File: config.mk
export PLATFORM = sky130hd
export DESIGN_NAME = axi_lite_subsys
export DESIGN_NICKNAME = d
export VERILOG_FILES = /design/src/common/axi_lite_pkg.sv /design/src/axi_lite_demux/axi_lite_demux.sv /design/src/design/axi_lite_perf_mon.sv /design/src/design/axi_lite_regs.sv /design/src/design/axi_lite_subsys.sv
export SDC_FILE = /design/constraint.sdc
export NUM_CORES = 1
export LEC_CHECK = 0
export BUFFER_PORTS_ARGS = -buffer_cell sky130_fd_sc_hd__buf_4
export CORE_UTILIZATION = 45
export CTS_BUF_LIST = sky130_fd_sc_hd__clkbuf_16
export DETAILED_ROUTE_END_ITERATION = 8
export GPL_TIMING_DRIVEN = 0
export SETUP_SLACK_MARGIN = 0.3
export SYNTH_ARGS = -nofsm -noshare
export SYNTH_HDL_FRONTEND = slang
export SYNTH_HIERARCHICAL = 1
export SYNTH_SLANG_ARGS = --single-unit
File: constraint.sdc
create_clock -name clk_i -period 15.7 [get_ports clk_i]
set_input_delay 0 -clock clk_i [delete_from_list [all_inputs] [get_ports clk_i]]
set_output_delay 0 -clock clk_i [all_outputs]
set_load 0.01 [all_outputs]
File: src/common/axi_lite_pkg.sv
// ~~~~~~~~~~~~~~~~~~~~~~~~~~~~~~~~~~~~~~~
// Shared AXI-Lite widths, response codes and address rule
// Imported by every block of the peripheral subsystem
// ~~~~~~~~~~~~~~~~~~~~~~~~~~~~~~~~~~~~~~~

package axi_lite_pkg;

  // Bus widths
  localparam int unsigned ADDR_WIDTH = 32;
  localparam int unsigned DATA_WIDTH = 32;
  localparam int unsigned STRB_WIDTH = DATA_WIDTH / 8;

  typedef logic [ADDR_WIDTH-1:0] addr_t;
  typedef logic [DATA_WIDTH-1:0] data_t;
  typedef logic [STRB_WIDTH-1:0] strb_t;

  // AXI response encoding
  typedef enum logic [1:0] {
    RESP_OKAY   = 2'b00,
    RESP_EXOKAY = 2'b01,
    RESP_SLVERR = 2'b10,
    RESP_DECERR = 2'b11
  } resp_t;

  // Address rule, slave i answers where (addr & RULE_MASK) == i * RULE_STRIDE
  localparam addr_t RULE_MASK   = 32'hfffff000;
  localparam addr_t RULE_STRIDE = 32'h00010000;

  // Words per register block, selected by address bits 3:2
  localparam int unsigned REG_WORDS = 4;

endpackage

File: src/axi_lite_demux/axi_lite_demux.sv
// ~~~~~~~~~~~~~~~~~~~~~~~~~~~~~~~~~~~~~~~
// AXI-Lite 1-to-N demultiplexer with address decode
// Unmatched addresses are answered here with DECERR
// ~~~~~~~~~~~~~~~~~~~~~~~~~~~~~~~~~~~~~~~

module axi_lite_demux #(
  parameter int unsigned NUM_SLAVE = 2
) (
  input  logic                                  clk_i,
  input  logic                                  rst_n_i,
  // Upstream port
  input  axi_lite_pkg::addr_t                   slv_aw_addr_i,
  input  logic                                  slv_aw_valid_i,
  output logic                                  slv_aw_ready_o,
  input  axi_lite_pkg::data_t                   slv_w_data_i,
  input  axi_lite_pkg::strb_t                   slv_w_strb_i,
  input  logic                                  slv_w_valid_i,
  output logic                                  slv_w_ready_o,
  output axi_lite_pkg::resp_t                   slv_b_resp_o,
  output logic                                  slv_b_valid_o,
  input  logic                                  slv_b_ready_i,
  input  axi_lite_pkg::addr_t                   slv_ar_addr_i,
  input  logic                                  slv_ar_valid_i,
  output logic                                  slv_ar_ready_o,
  output axi_lite_pkg::data_t                   slv_r_data_o,
  output axi_lite_pkg::resp_t                   slv_r_resp_o,
  output logic                                  slv_r_valid_o,
  input  logic                                  slv_r_ready_i,
  // Downstream ports, one per slave
  output axi_lite_pkg::addr_t [NUM_SLAVE-1:0]   mst_aw_addr_o,
  output logic                [NUM_SLAVE-1:0]   mst_aw_valid_o,
  input  logic                [NUM_SLAVE-1:0]   mst_aw_ready_i,
  output axi_lite_pkg::data_t [NUM_SLAVE-1:0]   mst_w_data_o,
  output axi_lite_pkg::strb_t [NUM_SLAVE-1:0]   mst_w_strb_o,
  output logic                [NUM_SLAVE-1:0]   mst_w_valid_o,
  input  logic                [NUM_SLAVE-1:0]   mst_w_ready_i,
  input  axi_lite_pkg::resp_t [NUM_SLAVE-1:0]   mst_b_resp_i,
  input  logic                [NUM_SLAVE-1:0]   mst_b_valid_i,
  output logic                [NUM_SLAVE-1:0]   mst_b_ready_o,
  output axi_lite_pkg::addr_t [NUM_SLAVE-1:0]   mst_ar_addr_o,
  output logic                [NUM_SLAVE-1:0]   mst_ar_valid_o,
  input  logic                [NUM_SLAVE-1:0]   mst_ar_ready_i,
  input  axi_lite_pkg::data_t [NUM_SLAVE-1:0]   mst_r_data_i,
  input  axi_lite_pkg::resp_t [NUM_SLAVE-1:0]   mst_r_resp_i,
  input  logic                [NUM_SLAVE-1:0]   mst_r_valid_i,
  output logic                [NUM_SLAVE-1:0]   mst_r_ready_o
);

  import axi_lite_pkg::*;

  typedef enum logic [2:0] {ST_IDLE, ST_FWD, ST_WAIT, ST_RESP, ST_ERR} fsm_state_t;

  // One-hot slave match, all zero on a miss
  function automatic logic [NUM_SLAVE-1:0] decode(input addr_t addr);
    logic [NUM_SLAVE-1:0] hit;
    hit = '0;
    for (int i = 0; i < NUM_SLAVE; i++) begin
      hit[i] = ((addr & RULE_MASK) == (RULE_STRIDE * addr_t'(i)));
    end
    return hit;
  endfunction

  fsm_state_t           w_state_q, r_state_q;
  logic [NUM_SLAVE-1:0] w_sel_q, r_sel_q;
  logic [NUM_SLAVE-1:0] aw_hit, ar_hit;
  logic                 aw_pend_q, w_pend_q;
  logic                 aw_done, w_done, ar_done;
  addr_t                aw_addr_q, ar_addr_q;
  data_t                w_data_q, r_data_q;
  strb_t                w_strb_q;
  resp_t                b_resp_q, r_resp_q;
  logic                 b_sel_valid, r_sel_valid;
  resp_t                b_sel_resp, r_sel_resp;
  data_t                r_sel_data;

  assign aw_hit = decode(slv_aw_addr_i);
  assign ar_hit = decode(slv_ar_addr_i);

  // Accept aw and w together, only in idle
  assign slv_aw_ready_o = (w_state_q == ST_IDLE) && slv_aw_valid_i && slv_w_valid_i;
  assign slv_w_ready_o  = slv_aw_ready_o;
  assign slv_ar_ready_o = (r_state_q == ST_IDLE) && slv_ar_valid_i;

  assign slv_b_valid_o = (w_state_q == ST_RESP) || (w_state_q == ST_ERR);
  assign slv_b_resp_o  = (w_state_q == ST_ERR) ? RESP_DECERR : b_resp_q;
  assign slv_r_valid_o = (r_state_q == ST_RESP) || (r_state_q == ST_ERR);
  assign slv_r_resp_o  = (r_state_q == ST_ERR) ? RESP_DECERR : r_resp_q;
  assign slv_r_data_o  = (r_state_q == ST_ERR) ? '0 : r_data_q;

  // Valids and readies only toward the selected slave
  assign mst_aw_valid_o = (w_state_q == ST_FWD && aw_pend_q) ? w_sel_q : '0;
  assign mst_w_valid_o  = (w_state_q == ST_FWD && w_pend_q) ? w_sel_q : '0;
  assign mst_b_ready_o  = (w_state_q == ST_WAIT) ? w_sel_q : '0;
  assign mst_ar_valid_o = (r_state_q == ST_FWD) ? r_sel_q : '0;
  assign mst_r_ready_o  = (r_state_q == ST_WAIT) ? r_sel_q : '0;

  assign aw_done = |(mst_aw_valid_o & mst_aw_ready_i);
  assign w_done  = |(mst_w_valid_o & mst_w_ready_i);
  assign ar_done = |(mst_ar_valid_o & mst_ar_ready_i);

  // Payload is shared, the valid picks the slave
  always_comb begin
    for (int i = 0; i < NUM_SLAVE; i++) begin
      mst_aw_addr_o[i] = aw_addr_q;
      mst_w_data_o[i]  = w_data_q;
      mst_w_strb_o[i]  = w_strb_q;
      mst_ar_addr_o[i] = ar_addr_q;
    end
  end

  // Response from the selected slave
  always_comb begin
    b_sel_valid = 1'b0;
    b_sel_resp  = RESP_OKAY;
    r_sel_valid = 1'b0;
    r_sel_resp  = RESP_OKAY;
    r_sel_data  = '0;
    for (int i = 0; i < NUM_SLAVE; i++) begin
      if (w_sel_q[i]) begin
        b_sel_valid = mst_b_valid_i[i];
        b_sel_resp  = mst_b_resp_i[i];
      end
      if (r_sel_q[i]) begin
        r_sel_valid = mst_r_valid_i[i];
        r_sel_resp  = mst_r_resp_i[i];
        r_sel_data  = mst_r_data_i[i];
      end
    end
  end

  // Write FSM
  always_ff @(posedge clk_i) begin
    if (!rst_n_i) begin
      w_state_q <= ST_IDLE;
      w_sel_q   <= '0;
      aw_pend_q <= 1'b0;
      w_pend_q  <= 1'b0;
    end else begin
      case (w_state_q)
        ST_IDLE: begin
          if (slv_aw_ready_o) begin
            w_sel_q <= aw_hit;
            if (|aw_hit) begin
              w_state_q <= ST_FWD;
              aw_pend_q <= 1'b1;
              w_pend_q  <= 1'b1;
            end else begin
              w_state_q <= ST_ERR;
            end
          end
        end
        ST_FWD: begin
          if (aw_done) aw_pend_q <= 1'b0;
          if (w_done) w_pend_q <= 1'b0;
          if ((!aw_pend_q || aw_done) && (!w_pend_q || w_done)) begin
            w_state_q <= ST_WAIT;
          end
        end
        ST_WAIT: if (b_sel_valid) w_state_q <= ST_RESP;
        ST_RESP, ST_ERR: if (slv_b_ready_i) w_state_q <= ST_IDLE;
        default: w_state_q <= ST_IDLE;
      endcase
    end
  end

  // Read FSM
  always_ff @(posedge clk_i) begin
    if (!rst_n_i) begin
      r_state_q <= ST_IDLE;
      r_sel_q   <= '0;
    end else begin
      case (r_state_q)
        ST_IDLE: begin
          if (slv_ar_ready_o) begin
            r_sel_q   <= ar_hit;
            r_state_q <= (|ar_hit) ? ST_FWD : ST_ERR;
          end
        end
        ST_FWD: if (ar_done) r_state_q <= ST_WAIT;
        ST_WAIT: if (r_sel_valid) r_state_q <= ST_RESP;
        ST_RESP, ST_ERR: if (slv_r_ready_i) r_state_q <= ST_IDLE;
        default: r_state_q <= ST_IDLE;
      endcase
    end
  end

  // Request and response payload capture
  always_ff @(posedge clk_i) begin
    if (slv_aw_ready_o) begin
      aw_addr_q <= slv_aw_addr_i;
      w_data_q  <= slv_w_data_i;
      w_strb_q  <= slv_w_strb_i;
    end
    if (w_state_q == ST_WAIT && b_sel_valid) begin
      b_resp_q <= b_sel_resp;
    end
    if (slv_ar_ready_o) begin
      ar_addr_q <= slv_ar_addr_i;
    end
    if (r_state_q == ST_WAIT && r_sel_valid) begin
      r_data_q <= r_sel_data;
      r_resp_q <= r_sel_resp;
    end
  end

endmodule

File: src/design/axi_lite_perf_mon.sv
// ~~~~~~~~~~~~~~~~~~~~~~~~~~~~~~~~~~~~~~~
// Saturating write, read and error counters
// Observes the b and r channels of one AXI-Lite port
// ~~~~~~~~~~~~~~~~~~~~~~~~~~~~~~~~~~~~~~~

module axi_lite_perf_mon #(
  parameter int unsigned CNT_WIDTH = 16
) (
  input  logic                 clk_i,
  input  logic                 rst_n_i,
  input  logic                 b_valid_i,
  input  logic                 b_ready_i,
  input  axi_lite_pkg::resp_t  b_resp_i,
  input  logic                 r_valid_i,
  input  logic                 r_ready_i,
  input  axi_lite_pkg::resp_t  r_resp_i,
  output logic [CNT_WIDTH-1:0] wr_count_o,
  output logic [CNT_WIDTH-1:0] rd_count_o,
  output logic [CNT_WIDTH-1:0] err_count_o
);

  import axi_lite_pkg::*;

  logic                 b_fire, r_fire;
  logic                 b_err, r_err;
  logic [1:0]           err_inc;
  logic [CNT_WIDTH:0]   err_sum;
  logic [CNT_WIDTH-1:0] wr_cnt_q, rd_cnt_q, err_cnt_q;

  assign b_fire = b_valid_i && b_ready_i;
  assign r_fire = r_valid_i && r_ready_i;
  assign b_err  = b_fire && (b_resp_i != RESP_OKAY);
  assign r_err  = r_fire && (r_resp_i != RESP_OKAY);

  // Up to two errors per cycle, one extra bit catches the overflow
  assign err_inc = {1'b0, b_err} + {1'b0, r_err};
  assign err_sum = {1'b0, err_cnt_q} + {{(CNT_WIDTH-1){1'b0}}, err_inc};

  always_ff @(posedge clk_i) begin
    if (!rst_n_i) begin
      wr_cnt_q  <= '0;
      rd_cnt_q  <= '0;
      err_cnt_q <= '0;
    end else begin
      if (b_fire && (wr_cnt_q != '1)) wr_cnt_q <= wr_cnt_q + 1'b1;
      if (r_fire && (rd_cnt_q != '1)) rd_cnt_q <= rd_cnt_q + 1'b1;
      err_cnt_q <= err_sum[CNT_WIDTH] ? '1 : err_sum[CNT_WIDTH-1:0];
    end
  end

  assign wr_count_o  = wr_cnt_q;
  assign rd_count_o  = rd_cnt_q;
  assign err_count_o = err_cnt_q;

endmodule

File: src/design/axi_lite_regs.sv
// ~~~~~~~~~~~~~~~~~~~~~~~~~~~~~~~~~~~~~~~
// AXI-Lite register block, four words with byte strobes
// ~~~~~~~~~~~~~~~~~~~~~~~~~~~~~~~~~~~~~~~

module axi_lite_regs (
  input  logic                clk_i,
  input  logic                rst_n_i,
  input  axi_lite_pkg::addr_t aw_addr_i,
  input  logic                aw_valid_i,
  output logic                aw_ready_o,
  input  axi_lite_pkg::data_t w_data_i,
  input  axi_lite_pkg::strb_t w_strb_i,
  input  logic                w_valid_i,
  output logic                w_ready_o,
  output axi_lite_pkg::resp_t b_resp_o,
  output logic                b_valid_o,
  input  logic                b_ready_i,
  input  axi_lite_pkg::addr_t ar_addr_i,
  input  logic                ar_valid_i,
  output logic                ar_ready_o,
  output axi_lite_pkg::data_t r_data_o,
  output axi_lite_pkg::resp_t r_resp_o,
  output logic                r_valid_o,
  input  logic                r_ready_i
);

  import axi_lite_pkg::*;

  localparam int unsigned IDX_WIDTH = $clog2(REG_WORDS);

  data_t                mem_q [REG_WORDS];
  logic                 b_valid_q, r_valid_q;
  data_t                r_data_q;
  logic                 wr_fire, rd_fire;
  logic [IDX_WIDTH-1:0] wr_idx, rd_idx;

  // Word select from bits 3:2, higher offset bits alias
  assign wr_idx = aw_addr_i[IDX_WIDTH+1:2];
  assign rd_idx = ar_addr_i[IDX_WIDTH+1:2];

  // aw and w are taken in the same cycle
  assign wr_fire    = aw_valid_i && w_valid_i && !b_valid_q;
  assign aw_ready_o = wr_fire;
  assign w_ready_o  = wr_fire;

  assign rd_fire    = ar_valid_i && !r_valid_q;
  assign ar_ready_o = rd_fire;

  assign b_valid_o = b_valid_q;
  assign b_resp_o  = RESP_OKAY;
  assign r_valid_o = r_valid_q;
  assign r_data_o  = r_data_q;
  assign r_resp_o  = RESP_OKAY;

  // Storage with per-byte write enable
  always_ff @(posedge clk_i) begin
    if (!rst_n_i) begin
      for (int i = 0; i < REG_WORDS; i++) begin
        mem_q[i] <= '0;
      end
    end else if (wr_fire) begin
      for (int b = 0; b < STRB_WIDTH; b++) begin
        if (w_strb_i[b]) mem_q[wr_idx][8*b +: 8] <= w_data_i[8*b +: 8];
      end
    end
  end

  // Response handshake state
  always_ff @(posedge clk_i) begin
    if (!rst_n_i) begin
      b_valid_q <= 1'b0;
      r_valid_q <= 1'b0;
    end else begin
      if (wr_fire) begin
        b_valid_q <= 1'b1;
      end else if (b_ready_i) begin
        b_valid_q <= 1'b0;
      end
      if (rd_fire) begin
        r_valid_q <= 1'b1;
      end else if (r_ready_i) begin
        r_valid_q <= 1'b0;
      end
    end
  end

  // Read data held until the r transfer
  always_ff @(posedge clk_i) begin
    if (rd_fire) r_data_q <= mem_q[rd_idx];
  end

endmodule

File: src/design/axi_lite_subsys.sv
// ~~~~~~~~~~~~~~~~~~~~~~~~~~~~~~~~~~~~~~~
// AXI-Lite peripheral subsystem top level
// Demux, NUM_SLAVE register blocks and a port monitor
// ~~~~~~~~~~~~~~~~~~~~~~~~~~~~~~~~~~~~~~~

module axi_lite_subsys #(
  parameter int unsigned NUM_SLAVE = 2,
  parameter int unsigned CNT_WIDTH = 16
) (
  input  logic                 clk_i,
  input  logic                 rst_n_i,
  input  axi_lite_pkg::addr_t  aw_addr_i,
  input  logic                 aw_valid_i,
  output logic                 aw_ready_o,
  input  axi_lite_pkg::data_t  w_data_i,
  input  axi_lite_pkg::strb_t  w_strb_i,
  input  logic                 w_valid_i,
  output logic                 w_ready_o,
  output axi_lite_pkg::resp_t  b_resp_o,
  output logic                 b_valid_o,
  input  logic                 b_ready_i,
  input  axi_lite_pkg::addr_t  ar_addr_i,
  input  logic                 ar_valid_i,
  output logic                 ar_ready_o,
  output axi_lite_pkg::data_t  r_data_o,
  output axi_lite_pkg::resp_t  r_resp_o,
  output logic                 r_valid_o,
  input  logic                 r_ready_i,
  output logic [CNT_WIDTH-1:0] wr_count_o,
  output logic [CNT_WIDTH-1:0] rd_count_o,
  output logic [CNT_WIDTH-1:0] err_count_o
);

  import axi_lite_pkg::*;

  // Demux to register block wiring
  addr_t [NUM_SLAVE-1:0] mst_aw_addr, mst_ar_addr;
  data_t [NUM_SLAVE-1:0] mst_w_data, mst_r_data;
  strb_t [NUM_SLAVE-1:0] mst_w_strb;
  resp_t [NUM_SLAVE-1:0] mst_b_resp, mst_r_resp;
  logic  [NUM_SLAVE-1:0] mst_aw_valid, mst_aw_ready, mst_w_valid, mst_w_ready;
  logic  [NUM_SLAVE-1:0] mst_b_valid, mst_b_ready, mst_ar_valid, mst_ar_ready;
  logic  [NUM_SLAVE-1:0] mst_r_valid, mst_r_ready;

  axi_lite_demux #(
    .NUM_SLAVE (NUM_SLAVE)
  ) i_demux (
    .clk_i          (clk_i),
    .rst_n_i        (rst_n_i),
    .slv_aw_addr_i  (aw_addr_i),
    .slv_aw_valid_i (aw_valid_i),
    .slv_aw_ready_o (aw_ready_o),
    .slv_w_data_i   (w_data_i),
    .slv_w_strb_i   (w_strb_i),
    .slv_w_valid_i  (w_valid_i),
    .slv_w_ready_o  (w_ready_o),
    .slv_b_resp_o   (b_resp_o),
    .slv_b_valid_o  (b_valid_o),
    .slv_b_ready_i  (b_ready_i),
    .slv_ar_addr_i  (ar_addr_i),
    .slv_ar_valid_i (ar_valid_i),
    .slv_ar_ready_o (ar_ready_o),
    .slv_r_data_o   (r_data_o),
    .slv_r_resp_o   (r_resp_o),
    .slv_r_valid_o  (r_valid_o),
    .slv_r_ready_i  (r_ready_i),
    .mst_aw_addr_o  (mst_aw_addr),
    .mst_aw_valid_o (mst_aw_valid),
    .mst_aw_ready_i (mst_aw_ready),
    .mst_w_data_o   (mst_w_data),
    .mst_w_strb_o   (mst_w_strb),
    .mst_w_valid_o  (mst_w_valid),
    .mst_w_ready_i  (mst_w_ready),
    .mst_b_resp_i   (mst_b_resp),
    .mst_b_valid_i  (mst_b_valid),
    .mst_b_ready_o  (mst_b_ready),
    .mst_ar_addr_o  (mst_ar_addr),
    .mst_ar_valid_o (mst_ar_valid),
    .mst_ar_ready_i (mst_ar_ready),
    .mst_r_data_i   (mst_r_data),
    .mst_r_resp_i   (mst_r_resp),
    .mst_r_valid_i  (mst_r_valid),
    .mst_r_ready_o  (mst_r_ready)
  );

  for (genvar i = 0; i < NUM_SLAVE; i++) begin : gen_regs
    axi_lite_regs i_regs (
      .clk_i      (clk_i),
      .rst_n_i    (rst_n_i),
      .aw_addr_i  (mst_aw_addr[i]),
      .aw_valid_i (mst_aw_valid[i]),
      .aw_ready_o (mst_aw_ready[i]),
      .w_data_i   (mst_w_data[i]),
      .w_strb_i   (mst_w_strb[i]),
      .w_valid_i  (mst_w_valid[i]),
      .w_ready_o  (mst_w_ready[i]),
      .b_resp_o   (mst_b_resp[i]),
      .b_valid_o  (mst_b_valid[i]),
      .b_ready_i  (mst_b_ready[i]),
      .ar_addr_i  (mst_ar_addr[i]),
      .ar_valid_i (mst_ar_valid[i]),
      .ar_ready_o (mst_ar_ready[i]),
      .r_data_o   (mst_r_data[i]),
      .r_resp_o   (mst_r_resp[i]),
      .r_valid_o  (mst_r_valid[i]),
      .r_ready_i  (mst_r_ready[i])
    );
  end

  // Monitor taps the upstream response channels
  axi_lite_perf_mon #(
    .CNT_WIDTH (CNT_WIDTH)
  ) i_perf_mon (
    .clk_i       (clk_i),
    .rst_n_i     (rst_n_i),
    .b_valid_i   (b_valid_o),
    .b_ready_i   (b_ready_i),
    .b_resp_i    (b_resp_o),
    .r_valid_i   (r_valid_o),
    .r_ready_i   (r_ready_i),
    .r_resp_i    (r_resp_o),
    .wr_count_o  (wr_count_o),
    .rd_count_o  (rd_count_o),
    .err_count_o (err_count_o)
  );

endmodule

==> impl_metrics.ini, run 1 <==
[grt]
grt_pass1_vias = 14000
grt_pass1_wl_um = 86200
grtUsageTotal_pct = 24.6
overflow = 0
antenna_found_initial = 0
grt_max_degree = 31

[setup_path]
slowest_stage = clkbuf_1
cp_cell_sequence = clkbuf_1 > nor3b_2 > clkbuf_1 > o21bai_1 > nand2_1 > clkbuf_1 > nor2_1 > fa_1 > ha_1 > inv_1 > nor4_2 > nand4_1 > clkbuf_1 > a21oi_1
cp_slowest_stage_delay_ps = 600
path_buf_inv = 5
cp_max_fo = 10
cp.arrival_ps = 5120
path_class = flip-flop to flip-flop
cp_top_family = simple AND/OR/NAND/NOR gates
setup.worst_path.end_class = flip-flop
path_common_cell = clkbuf_1
r2r_slack_ps = 11100
crit_required_ps = 16220
start_kind = flip-flop

[clock_tree]
clkSinkCount = 460
cts_inserted_buffers = 49
clkTransAtPathRegs_ps = 60
cts.path.max_buffers = 3
post_cts_buffers = 0
htreeDepth = 2
clk_latency_ps = 600
clockRootBuffer = clkbuf_16
cts_tree = done

[sta]
period_share_pct = 29.3
fin_skew_ps = 21.5
finalHoldViolCount = 0
fin_setup_tns_ps = 0
min_period_ps = 4600
worst_slew_pin_slew_ps = 996
grt_setup_unrepaired = false
hold_ws_ps = 117
final-setup-viol-count = 0
fmax_mhz = 217
maxSlewHeadroom_pct = 33.2
slew_viol_final = 0

[run_status]
status = finished, final reports clean

[route]
drc = 0
dr_wl_met3_um = 3470
viasPerCell = 5.82
postRouteAntennaNets = 0
routed-wl-met2_um = 27600
wl_per_cell_um = 23.9
drt_wl_total_um = 58200
drt_iter0_markers = 1322
dr.pass1.iters = 5
via_count = 14200
met1Wirelength_um = 24700
top_layer = met4

[floorplanning]
dieArea_mm2 = 0.0476
core_mm2 = 0.0458
die_w_um = 218
pin_count = 196
start_util_pct = 46.0
fp-row-count = 78
die_h_um = 218

[min_path]
hold_path_class = input port to flip-flop

[yosys]
ys.warnings.count = 6
synthesis.area_mm2 = 0.0210
netlist_instances = 1486
syn_area_per_cell_um2 = 14.2

[placement]
postPlaceCellArea_mm2 = 0.0234
portBuffers = 175
dp_hpwl_um = 41300
gp_congestion = 0.863

[layout]
drive_gt1_share_pct = 31.6
area_growth_pct = 21.6
n_antenna_cell = 0
nets = 1908
fin_util_pct = 55.9
fin_area_mm2 = 0.0256

[power_and_ir_drop]
p_sw_uw = 613
p_per_area_mw_per_mm2 = 107
p_clk_share_pct = 41.2
swShare_pct = 22.5
ir_drop_uv = 87.4
pwr-share-comb_pct = 7.8
internal-power_mw = 2.12
seqPwrFrac_pct = 51.0
p_leak_nw = 8.49

[flow_run]
maxCapViolations = 0
## metal layers
| layer | vias up | GRT usage (%) |
|---|---|---|
| met5 | - | 0 |
| met4 | 0 | 11.4 |
| met3 | 106 | 2.85 |
| met2 | 573 | 39.9 |
| met1 | 7158 | 33.3 |
| li1 | 6352 | - |
## cells in the final DEF (no fill, tap or decap), types with 7 or more instances in the layout
master	n
nor2b_1	35
nor2_1	22
nand4_1	13
nor4_1	17
o31ai_2	18
clkinv_1	13
nand3_1	79
conb_1	8
inv_1	33
buf_12	8
nor3b_1	44
nor3_1	143
a22o_1	38
dfxtp_1	64
and3_1	17
nand2b_1	14
buf_4	239
nand2_1	57
a21oi_1	32
o21ai_0	8
clkinv_2	10
mux4_2	60
nor3b_2	25
clkbuf_1	32
xnor2_1	7
nor3_2	60
buf_2	59
o31ai_1	16
o21ai_1	9
or4_1	9
clkbuf_16	51
mux2i_1	7
dlygate4sd3_1	61
edfxtp_1	396
buf_6	24
## flip-flops by register name, indices dropped and copies added, names as in the netlist
signal,count
gen_regs.i_regs/mem_q,256
gen_regs.i_regs/r_data_o,64
i_demux/r_data_q,32
i_demux/w_data_q,32
i_perf_mon/err_count_o,16
i_perf_mon/rd_count_o,16
i_perf_mon/wr_count_o,16
i_demux/w_strb_q,4
i_demux/r_state_q,3
i_demux/w_state_q,3
gen_regs.i_regs/b_valid_o,2
gen_regs.i_regs/r_valid_o,2
i_demux/ar_addr_q,2
i_demux/aw_addr_q,2
i_demux/b_resp_q,2
i_demux/r_resp_q,2
i_demux/r_sel_q,2
i_demux/w_sel_q,2
i_demux/aw_pend_q,1
i_demux/w_pend_q,1
## layout make-up
cell class / count / area, µm²
fillers: 3722 / 20200
flip-flops and latches: 460 / 13200
multi-input cells: 840 / 6750
repair buffers: 254 / 2100
clock buffers: 51 / 1280
plain buffers: 171 / 1170
well taps: 600 / 751
clock inverters: 40 / 273
inverters: 21 / 78.8
## timing repair
item,CTS,global route
resized for setup,0,0
hold buffers,61,0
hold endpoints to repair,73,0
## power by group through the flow
stage                     Combinational, mW  Clock [mW]  Sequential [mW]
after global placement                0.195           0             1.42
after floorplan                       0.118           0             1.40
after CTS                             0.213        1.15             1.39
after global routing                  0.227        1.19             1.39
final                                 0.214        1.12             1.39
after detailed placement              0.202           0             1.42
## stage by stage
| stage | power (mW) | cells | worst slack, ps |
|---|---|---|---|
| after global placement | 1.61 | 2267 | 8760 |
| final | 2.73 | 2437 | 11100 |
| after CTS | 2.75 | 2437 | 11100 |
| after global routing | 2.81 | 2437 | 10710 |
| after detailed placement | 1.62 | 2285 | 11130 |
| after floorplan | 1.52 | 1492 | 11080 |
## final timing paths
path | startpoint | end | cells after the start
max | i_demux/r_state_q[0]$_SDFFE_PN0P_ | i_perf_mon/err_count_o[8]$_SDFF_PN0_ | 14
min | w_data_i[30] | i_demux/w_data_q[30]$_DFFE_PP_ | 2
max reg2reg | i_demux/r_state_q[0]$_SDFFE_PN0P_ | i_perf_mon/err_count_o[8]$_SDFF_PN0_ | 14
min reg2reg | i_perf_mon/wr_count_o[1]$_SDFFE_PN0P_ | i_perf_mon/wr_count_o[1]$_SDFFE_PN0P_ | 2
Power figures use the tool's default switching activity.
==> inputs of run 2 (changes only) <==
--- a/config.mk
+++ b/config.mk
@@ -5,6 +5,7 @@
 export SDC_FILE = /design/constraint.sdc
 export NUM_CORES = 1
 export LEC_CHECK = 0
+export ABC_AREA = 1
 export BUFFER_PORTS_ARGS = -buffer_cell sky130_fd_sc_hd__buf_4
 export CORE_UTILIZATION = 45
 export CTS_BUF_LIST = sky130_fd_sc_hd__clkbuf_16
==> constraint.sdc (replaced) <==
create_clock -name clk_i -period 4.75 [get_ports clk_i]
set_input_delay 0 -clock clk_i [delete_from_list [all_inputs] [get_ports clk_i]]
set_output_delay 0 -clock clk_i [all_outputs]
set_load 0.01 [all_outputs]
==> run 2 against run 1 <==
  * Synthesized area decreased by 2.6%
  * Cell area decreased by 2.7%
  * Sequential power increased to 3.4 times the previous value
  * Clock skew increased by 7.1 ps
  * Sequential cell count unchanged
  * First-iteration DRC count decreased by 7.9%
  * Combinational power increased to 7.9 times the previous value
  * Largest cell class unchanged
==> impl_metrics.ini, run 2 <==
[route]
dr.pass1.iters = 6
drt_iter0_markers = 1217
viasPerCell = 5.10
via_count = 14900
drc = 0
drt_wl_total_um = 50700
postRouteAntennaNets = 0
wl_per_cell_um = 17.3

[floorplanning]
die_w_um = 215
core_mm2 = 0.0446
pin_count = 196
dieArea_mm2 = 0.0464
die_h_um = 215
start_util_pct = 45.9
fp-row-count = 77

[sta]
final-setup-viol-count = 0
worst_slack_ps = 1380
finalHoldViolCount = 0
hold_ws_ps = 31.9
slew_viol_final = 0
fin_setup_tns_ps = 0
maxSlewHeadroom_pct = 38.1
min_period_ps = 3370
grt_setup_unrepaired = false
fmax_mhz = 297
fin_skew_ps = 28.6
worst_slew_pin_slew_ps = 927
period_share_pct = 71.0

[clock_tree]
cts_inserted_buffers = 48
cts_tree = done
clkTransAtPathRegs_ps = 60
cts.path.max_buffers = 3
clkSinkCount = 460
htreeDepth = 2
clockRootBuffer = clkbuf_16
clk_latency_ps = 590
post_cts_buffers = 0

[min_path]
hp-start = aw_addr_i[29]
hold_path_class = input port to flip-flop
hold_end = i_demux/w_state_q[2]$_SDFFE_PN0P_
worstHoldPathCells = 9

[yosys]
ys.warnings.count = 6
syn_area_per_cell_um2 = 10.3
netlist_instances = 1998
synthesis.area_mm2 = 0.0205

[setup_path]
crit_required_ps = 5260
path_class = flip-flop to flip-flop
r2r_slack_ps = 1380
cp.arrival_ps = 3880
r2r-end = i_demux/r_state_q[1]$_SDFFE_PN0P_
cp-startpoint = i_demux/r_sel_q[1]$_SDFFE_PN0P_
r2r_start = i_demux/r_sel_q[1]$_SDFFE_PN0P_
setup.worst_path.end_class = flip-flop
start_kind = flip-flop
r2r_cells = 13
cp_max_fo = 34

[placement]
dp_hpwl_um = 36600
portBuffers = 175
dp.cells = 2773
place_ws_ps = 1660
gp_congestion = 0.853

[power_and_ir_drop]
p_sw_mw = 2.76
p_per_area_mw_per_mm2 = 412
internal-power_mw = 7.50
power_mw = 10.3
p_clk_share_pct = 36.8
ir_drop_uv = 296
swShare_pct = 26.9
pwr-share-comb_pct = 16.5
seqPwrFrac_pct = 46.7
p_leak_nw = 9.66

[flow_run]
maxCapViolations = 0

[layout]
layout.cells.most_common = nor2_1
largest-register = gen_regs.i_regs/mem_q
drive_gt1_share_pct = 16.1
final_cells = 2927
mostFrequentLayoutCells = 506 x nor2_1, 396 x edfxtp_1, 274 x nand2_1, 229 x buf_4, 194 x inv_1
n_antenna_cell = 0
largest_reg_flops = 256
area_growth_pct = 21.4
nets = 2407

[grt]
grt_pass1_wl_um = 79100
grt_pass1_vias = 14400
grtUsageTotal_pct = 21.9
antenna_found_initial = 0
grt_max_degree = 35
overflow = 0

[run_status]
status = finished, final reports clean
==> run 2: critical path, cell delays in order (launching register included) <==
cell and delay, ps:
dfxtp_1 370, buf_2 260, buf_1 370, inv_1 120, nor2_1 120, inv_1 70, nor2_4 690, nand2_1 150
nand2_1 90, nor2_1 40, a21oi_1 140, nand3_2 150, dlygate4sd3_1 590, a21oi_1 130
==> run 2: area by class of cell <==
type                       instances  area (µm²)
clock buffer                      50        1250
inverter                         190         713
buffer                           125         744
timing repair buffer             242        2000
fill                            3830       19700
clock inverter                    39         337
multi-input combinational       1229        5910
tap                              592         741
sequential                       460       13200
==> run 2: repair_timing <==
item | CTS | global route
endpoints found under the hold margin | 66 | 0
hold buffers | 65 | 0
gates resized for setup | 0 | 0
==> run 2: worst max path at each step <==
stage          slack [ps]  depth (start not counted)                                       endpoint
2_1_floorplan        1470                         13              i_demux/r_state_q[1]$_SDFFE_PN0P_
3_3_place_gp          620                         13              i_demux/r_state_q[1]$_SDFFE_PN0P_
3_5_place_dp         1660                          9  gen_regs[0].i_regs/mem_q[1][13]$_SDFFCE_PN0P_
4_1_cts              1290                         13              i_demux/r_state_q[1]$_SDFFE_PN0P_
5_1_grt              1010                         13              i_demux/r_state_q[1]$_SDFFE_PN0P_
6_report             1380                         13              i_demux/r_state_q[1]$_SDFFE_PN0P_
==> run 2: layer usage <==
metal / routed length (µm) / global-route usage (%) / vias to the layer above / share of wire (%)
met1: 22800 / 30.7 / 7028 / 45
met5: 0 / 0 / - / 0
li1: - / - / 7306 / -
met2: 23800 / 35.8 / 519 / 47
met3: 3180 / 2.80 / 66 / 6.3
met4: 925 / 6.31 / 0 / 1.8
==> run 2: stage by stage <==
stage               util [%]  cell area [µm²]
finish                  55.8            24900
global route            55.8            24900
CTS                     55.8            24900
detailed placement      50.7            22600
global placement        50.6            22600
floorplan                  -            20500
==> run 2: power groups by stage <==
stage / registers, mW / logic [mW] / clock network [mW]
2_1_floorplan: 4.82 / 1.03 / 0
3_3_place_gp: 4.87 / 1.59 / 0
3_5_place_dp: 4.88 / 1.64 / 0
4_1_cts: 4.79 / 1.69 / 3.85
5_1_grt: 4.81 / 1.86 / 4.01
6_report: 4.79 / 1.69 / 3.78
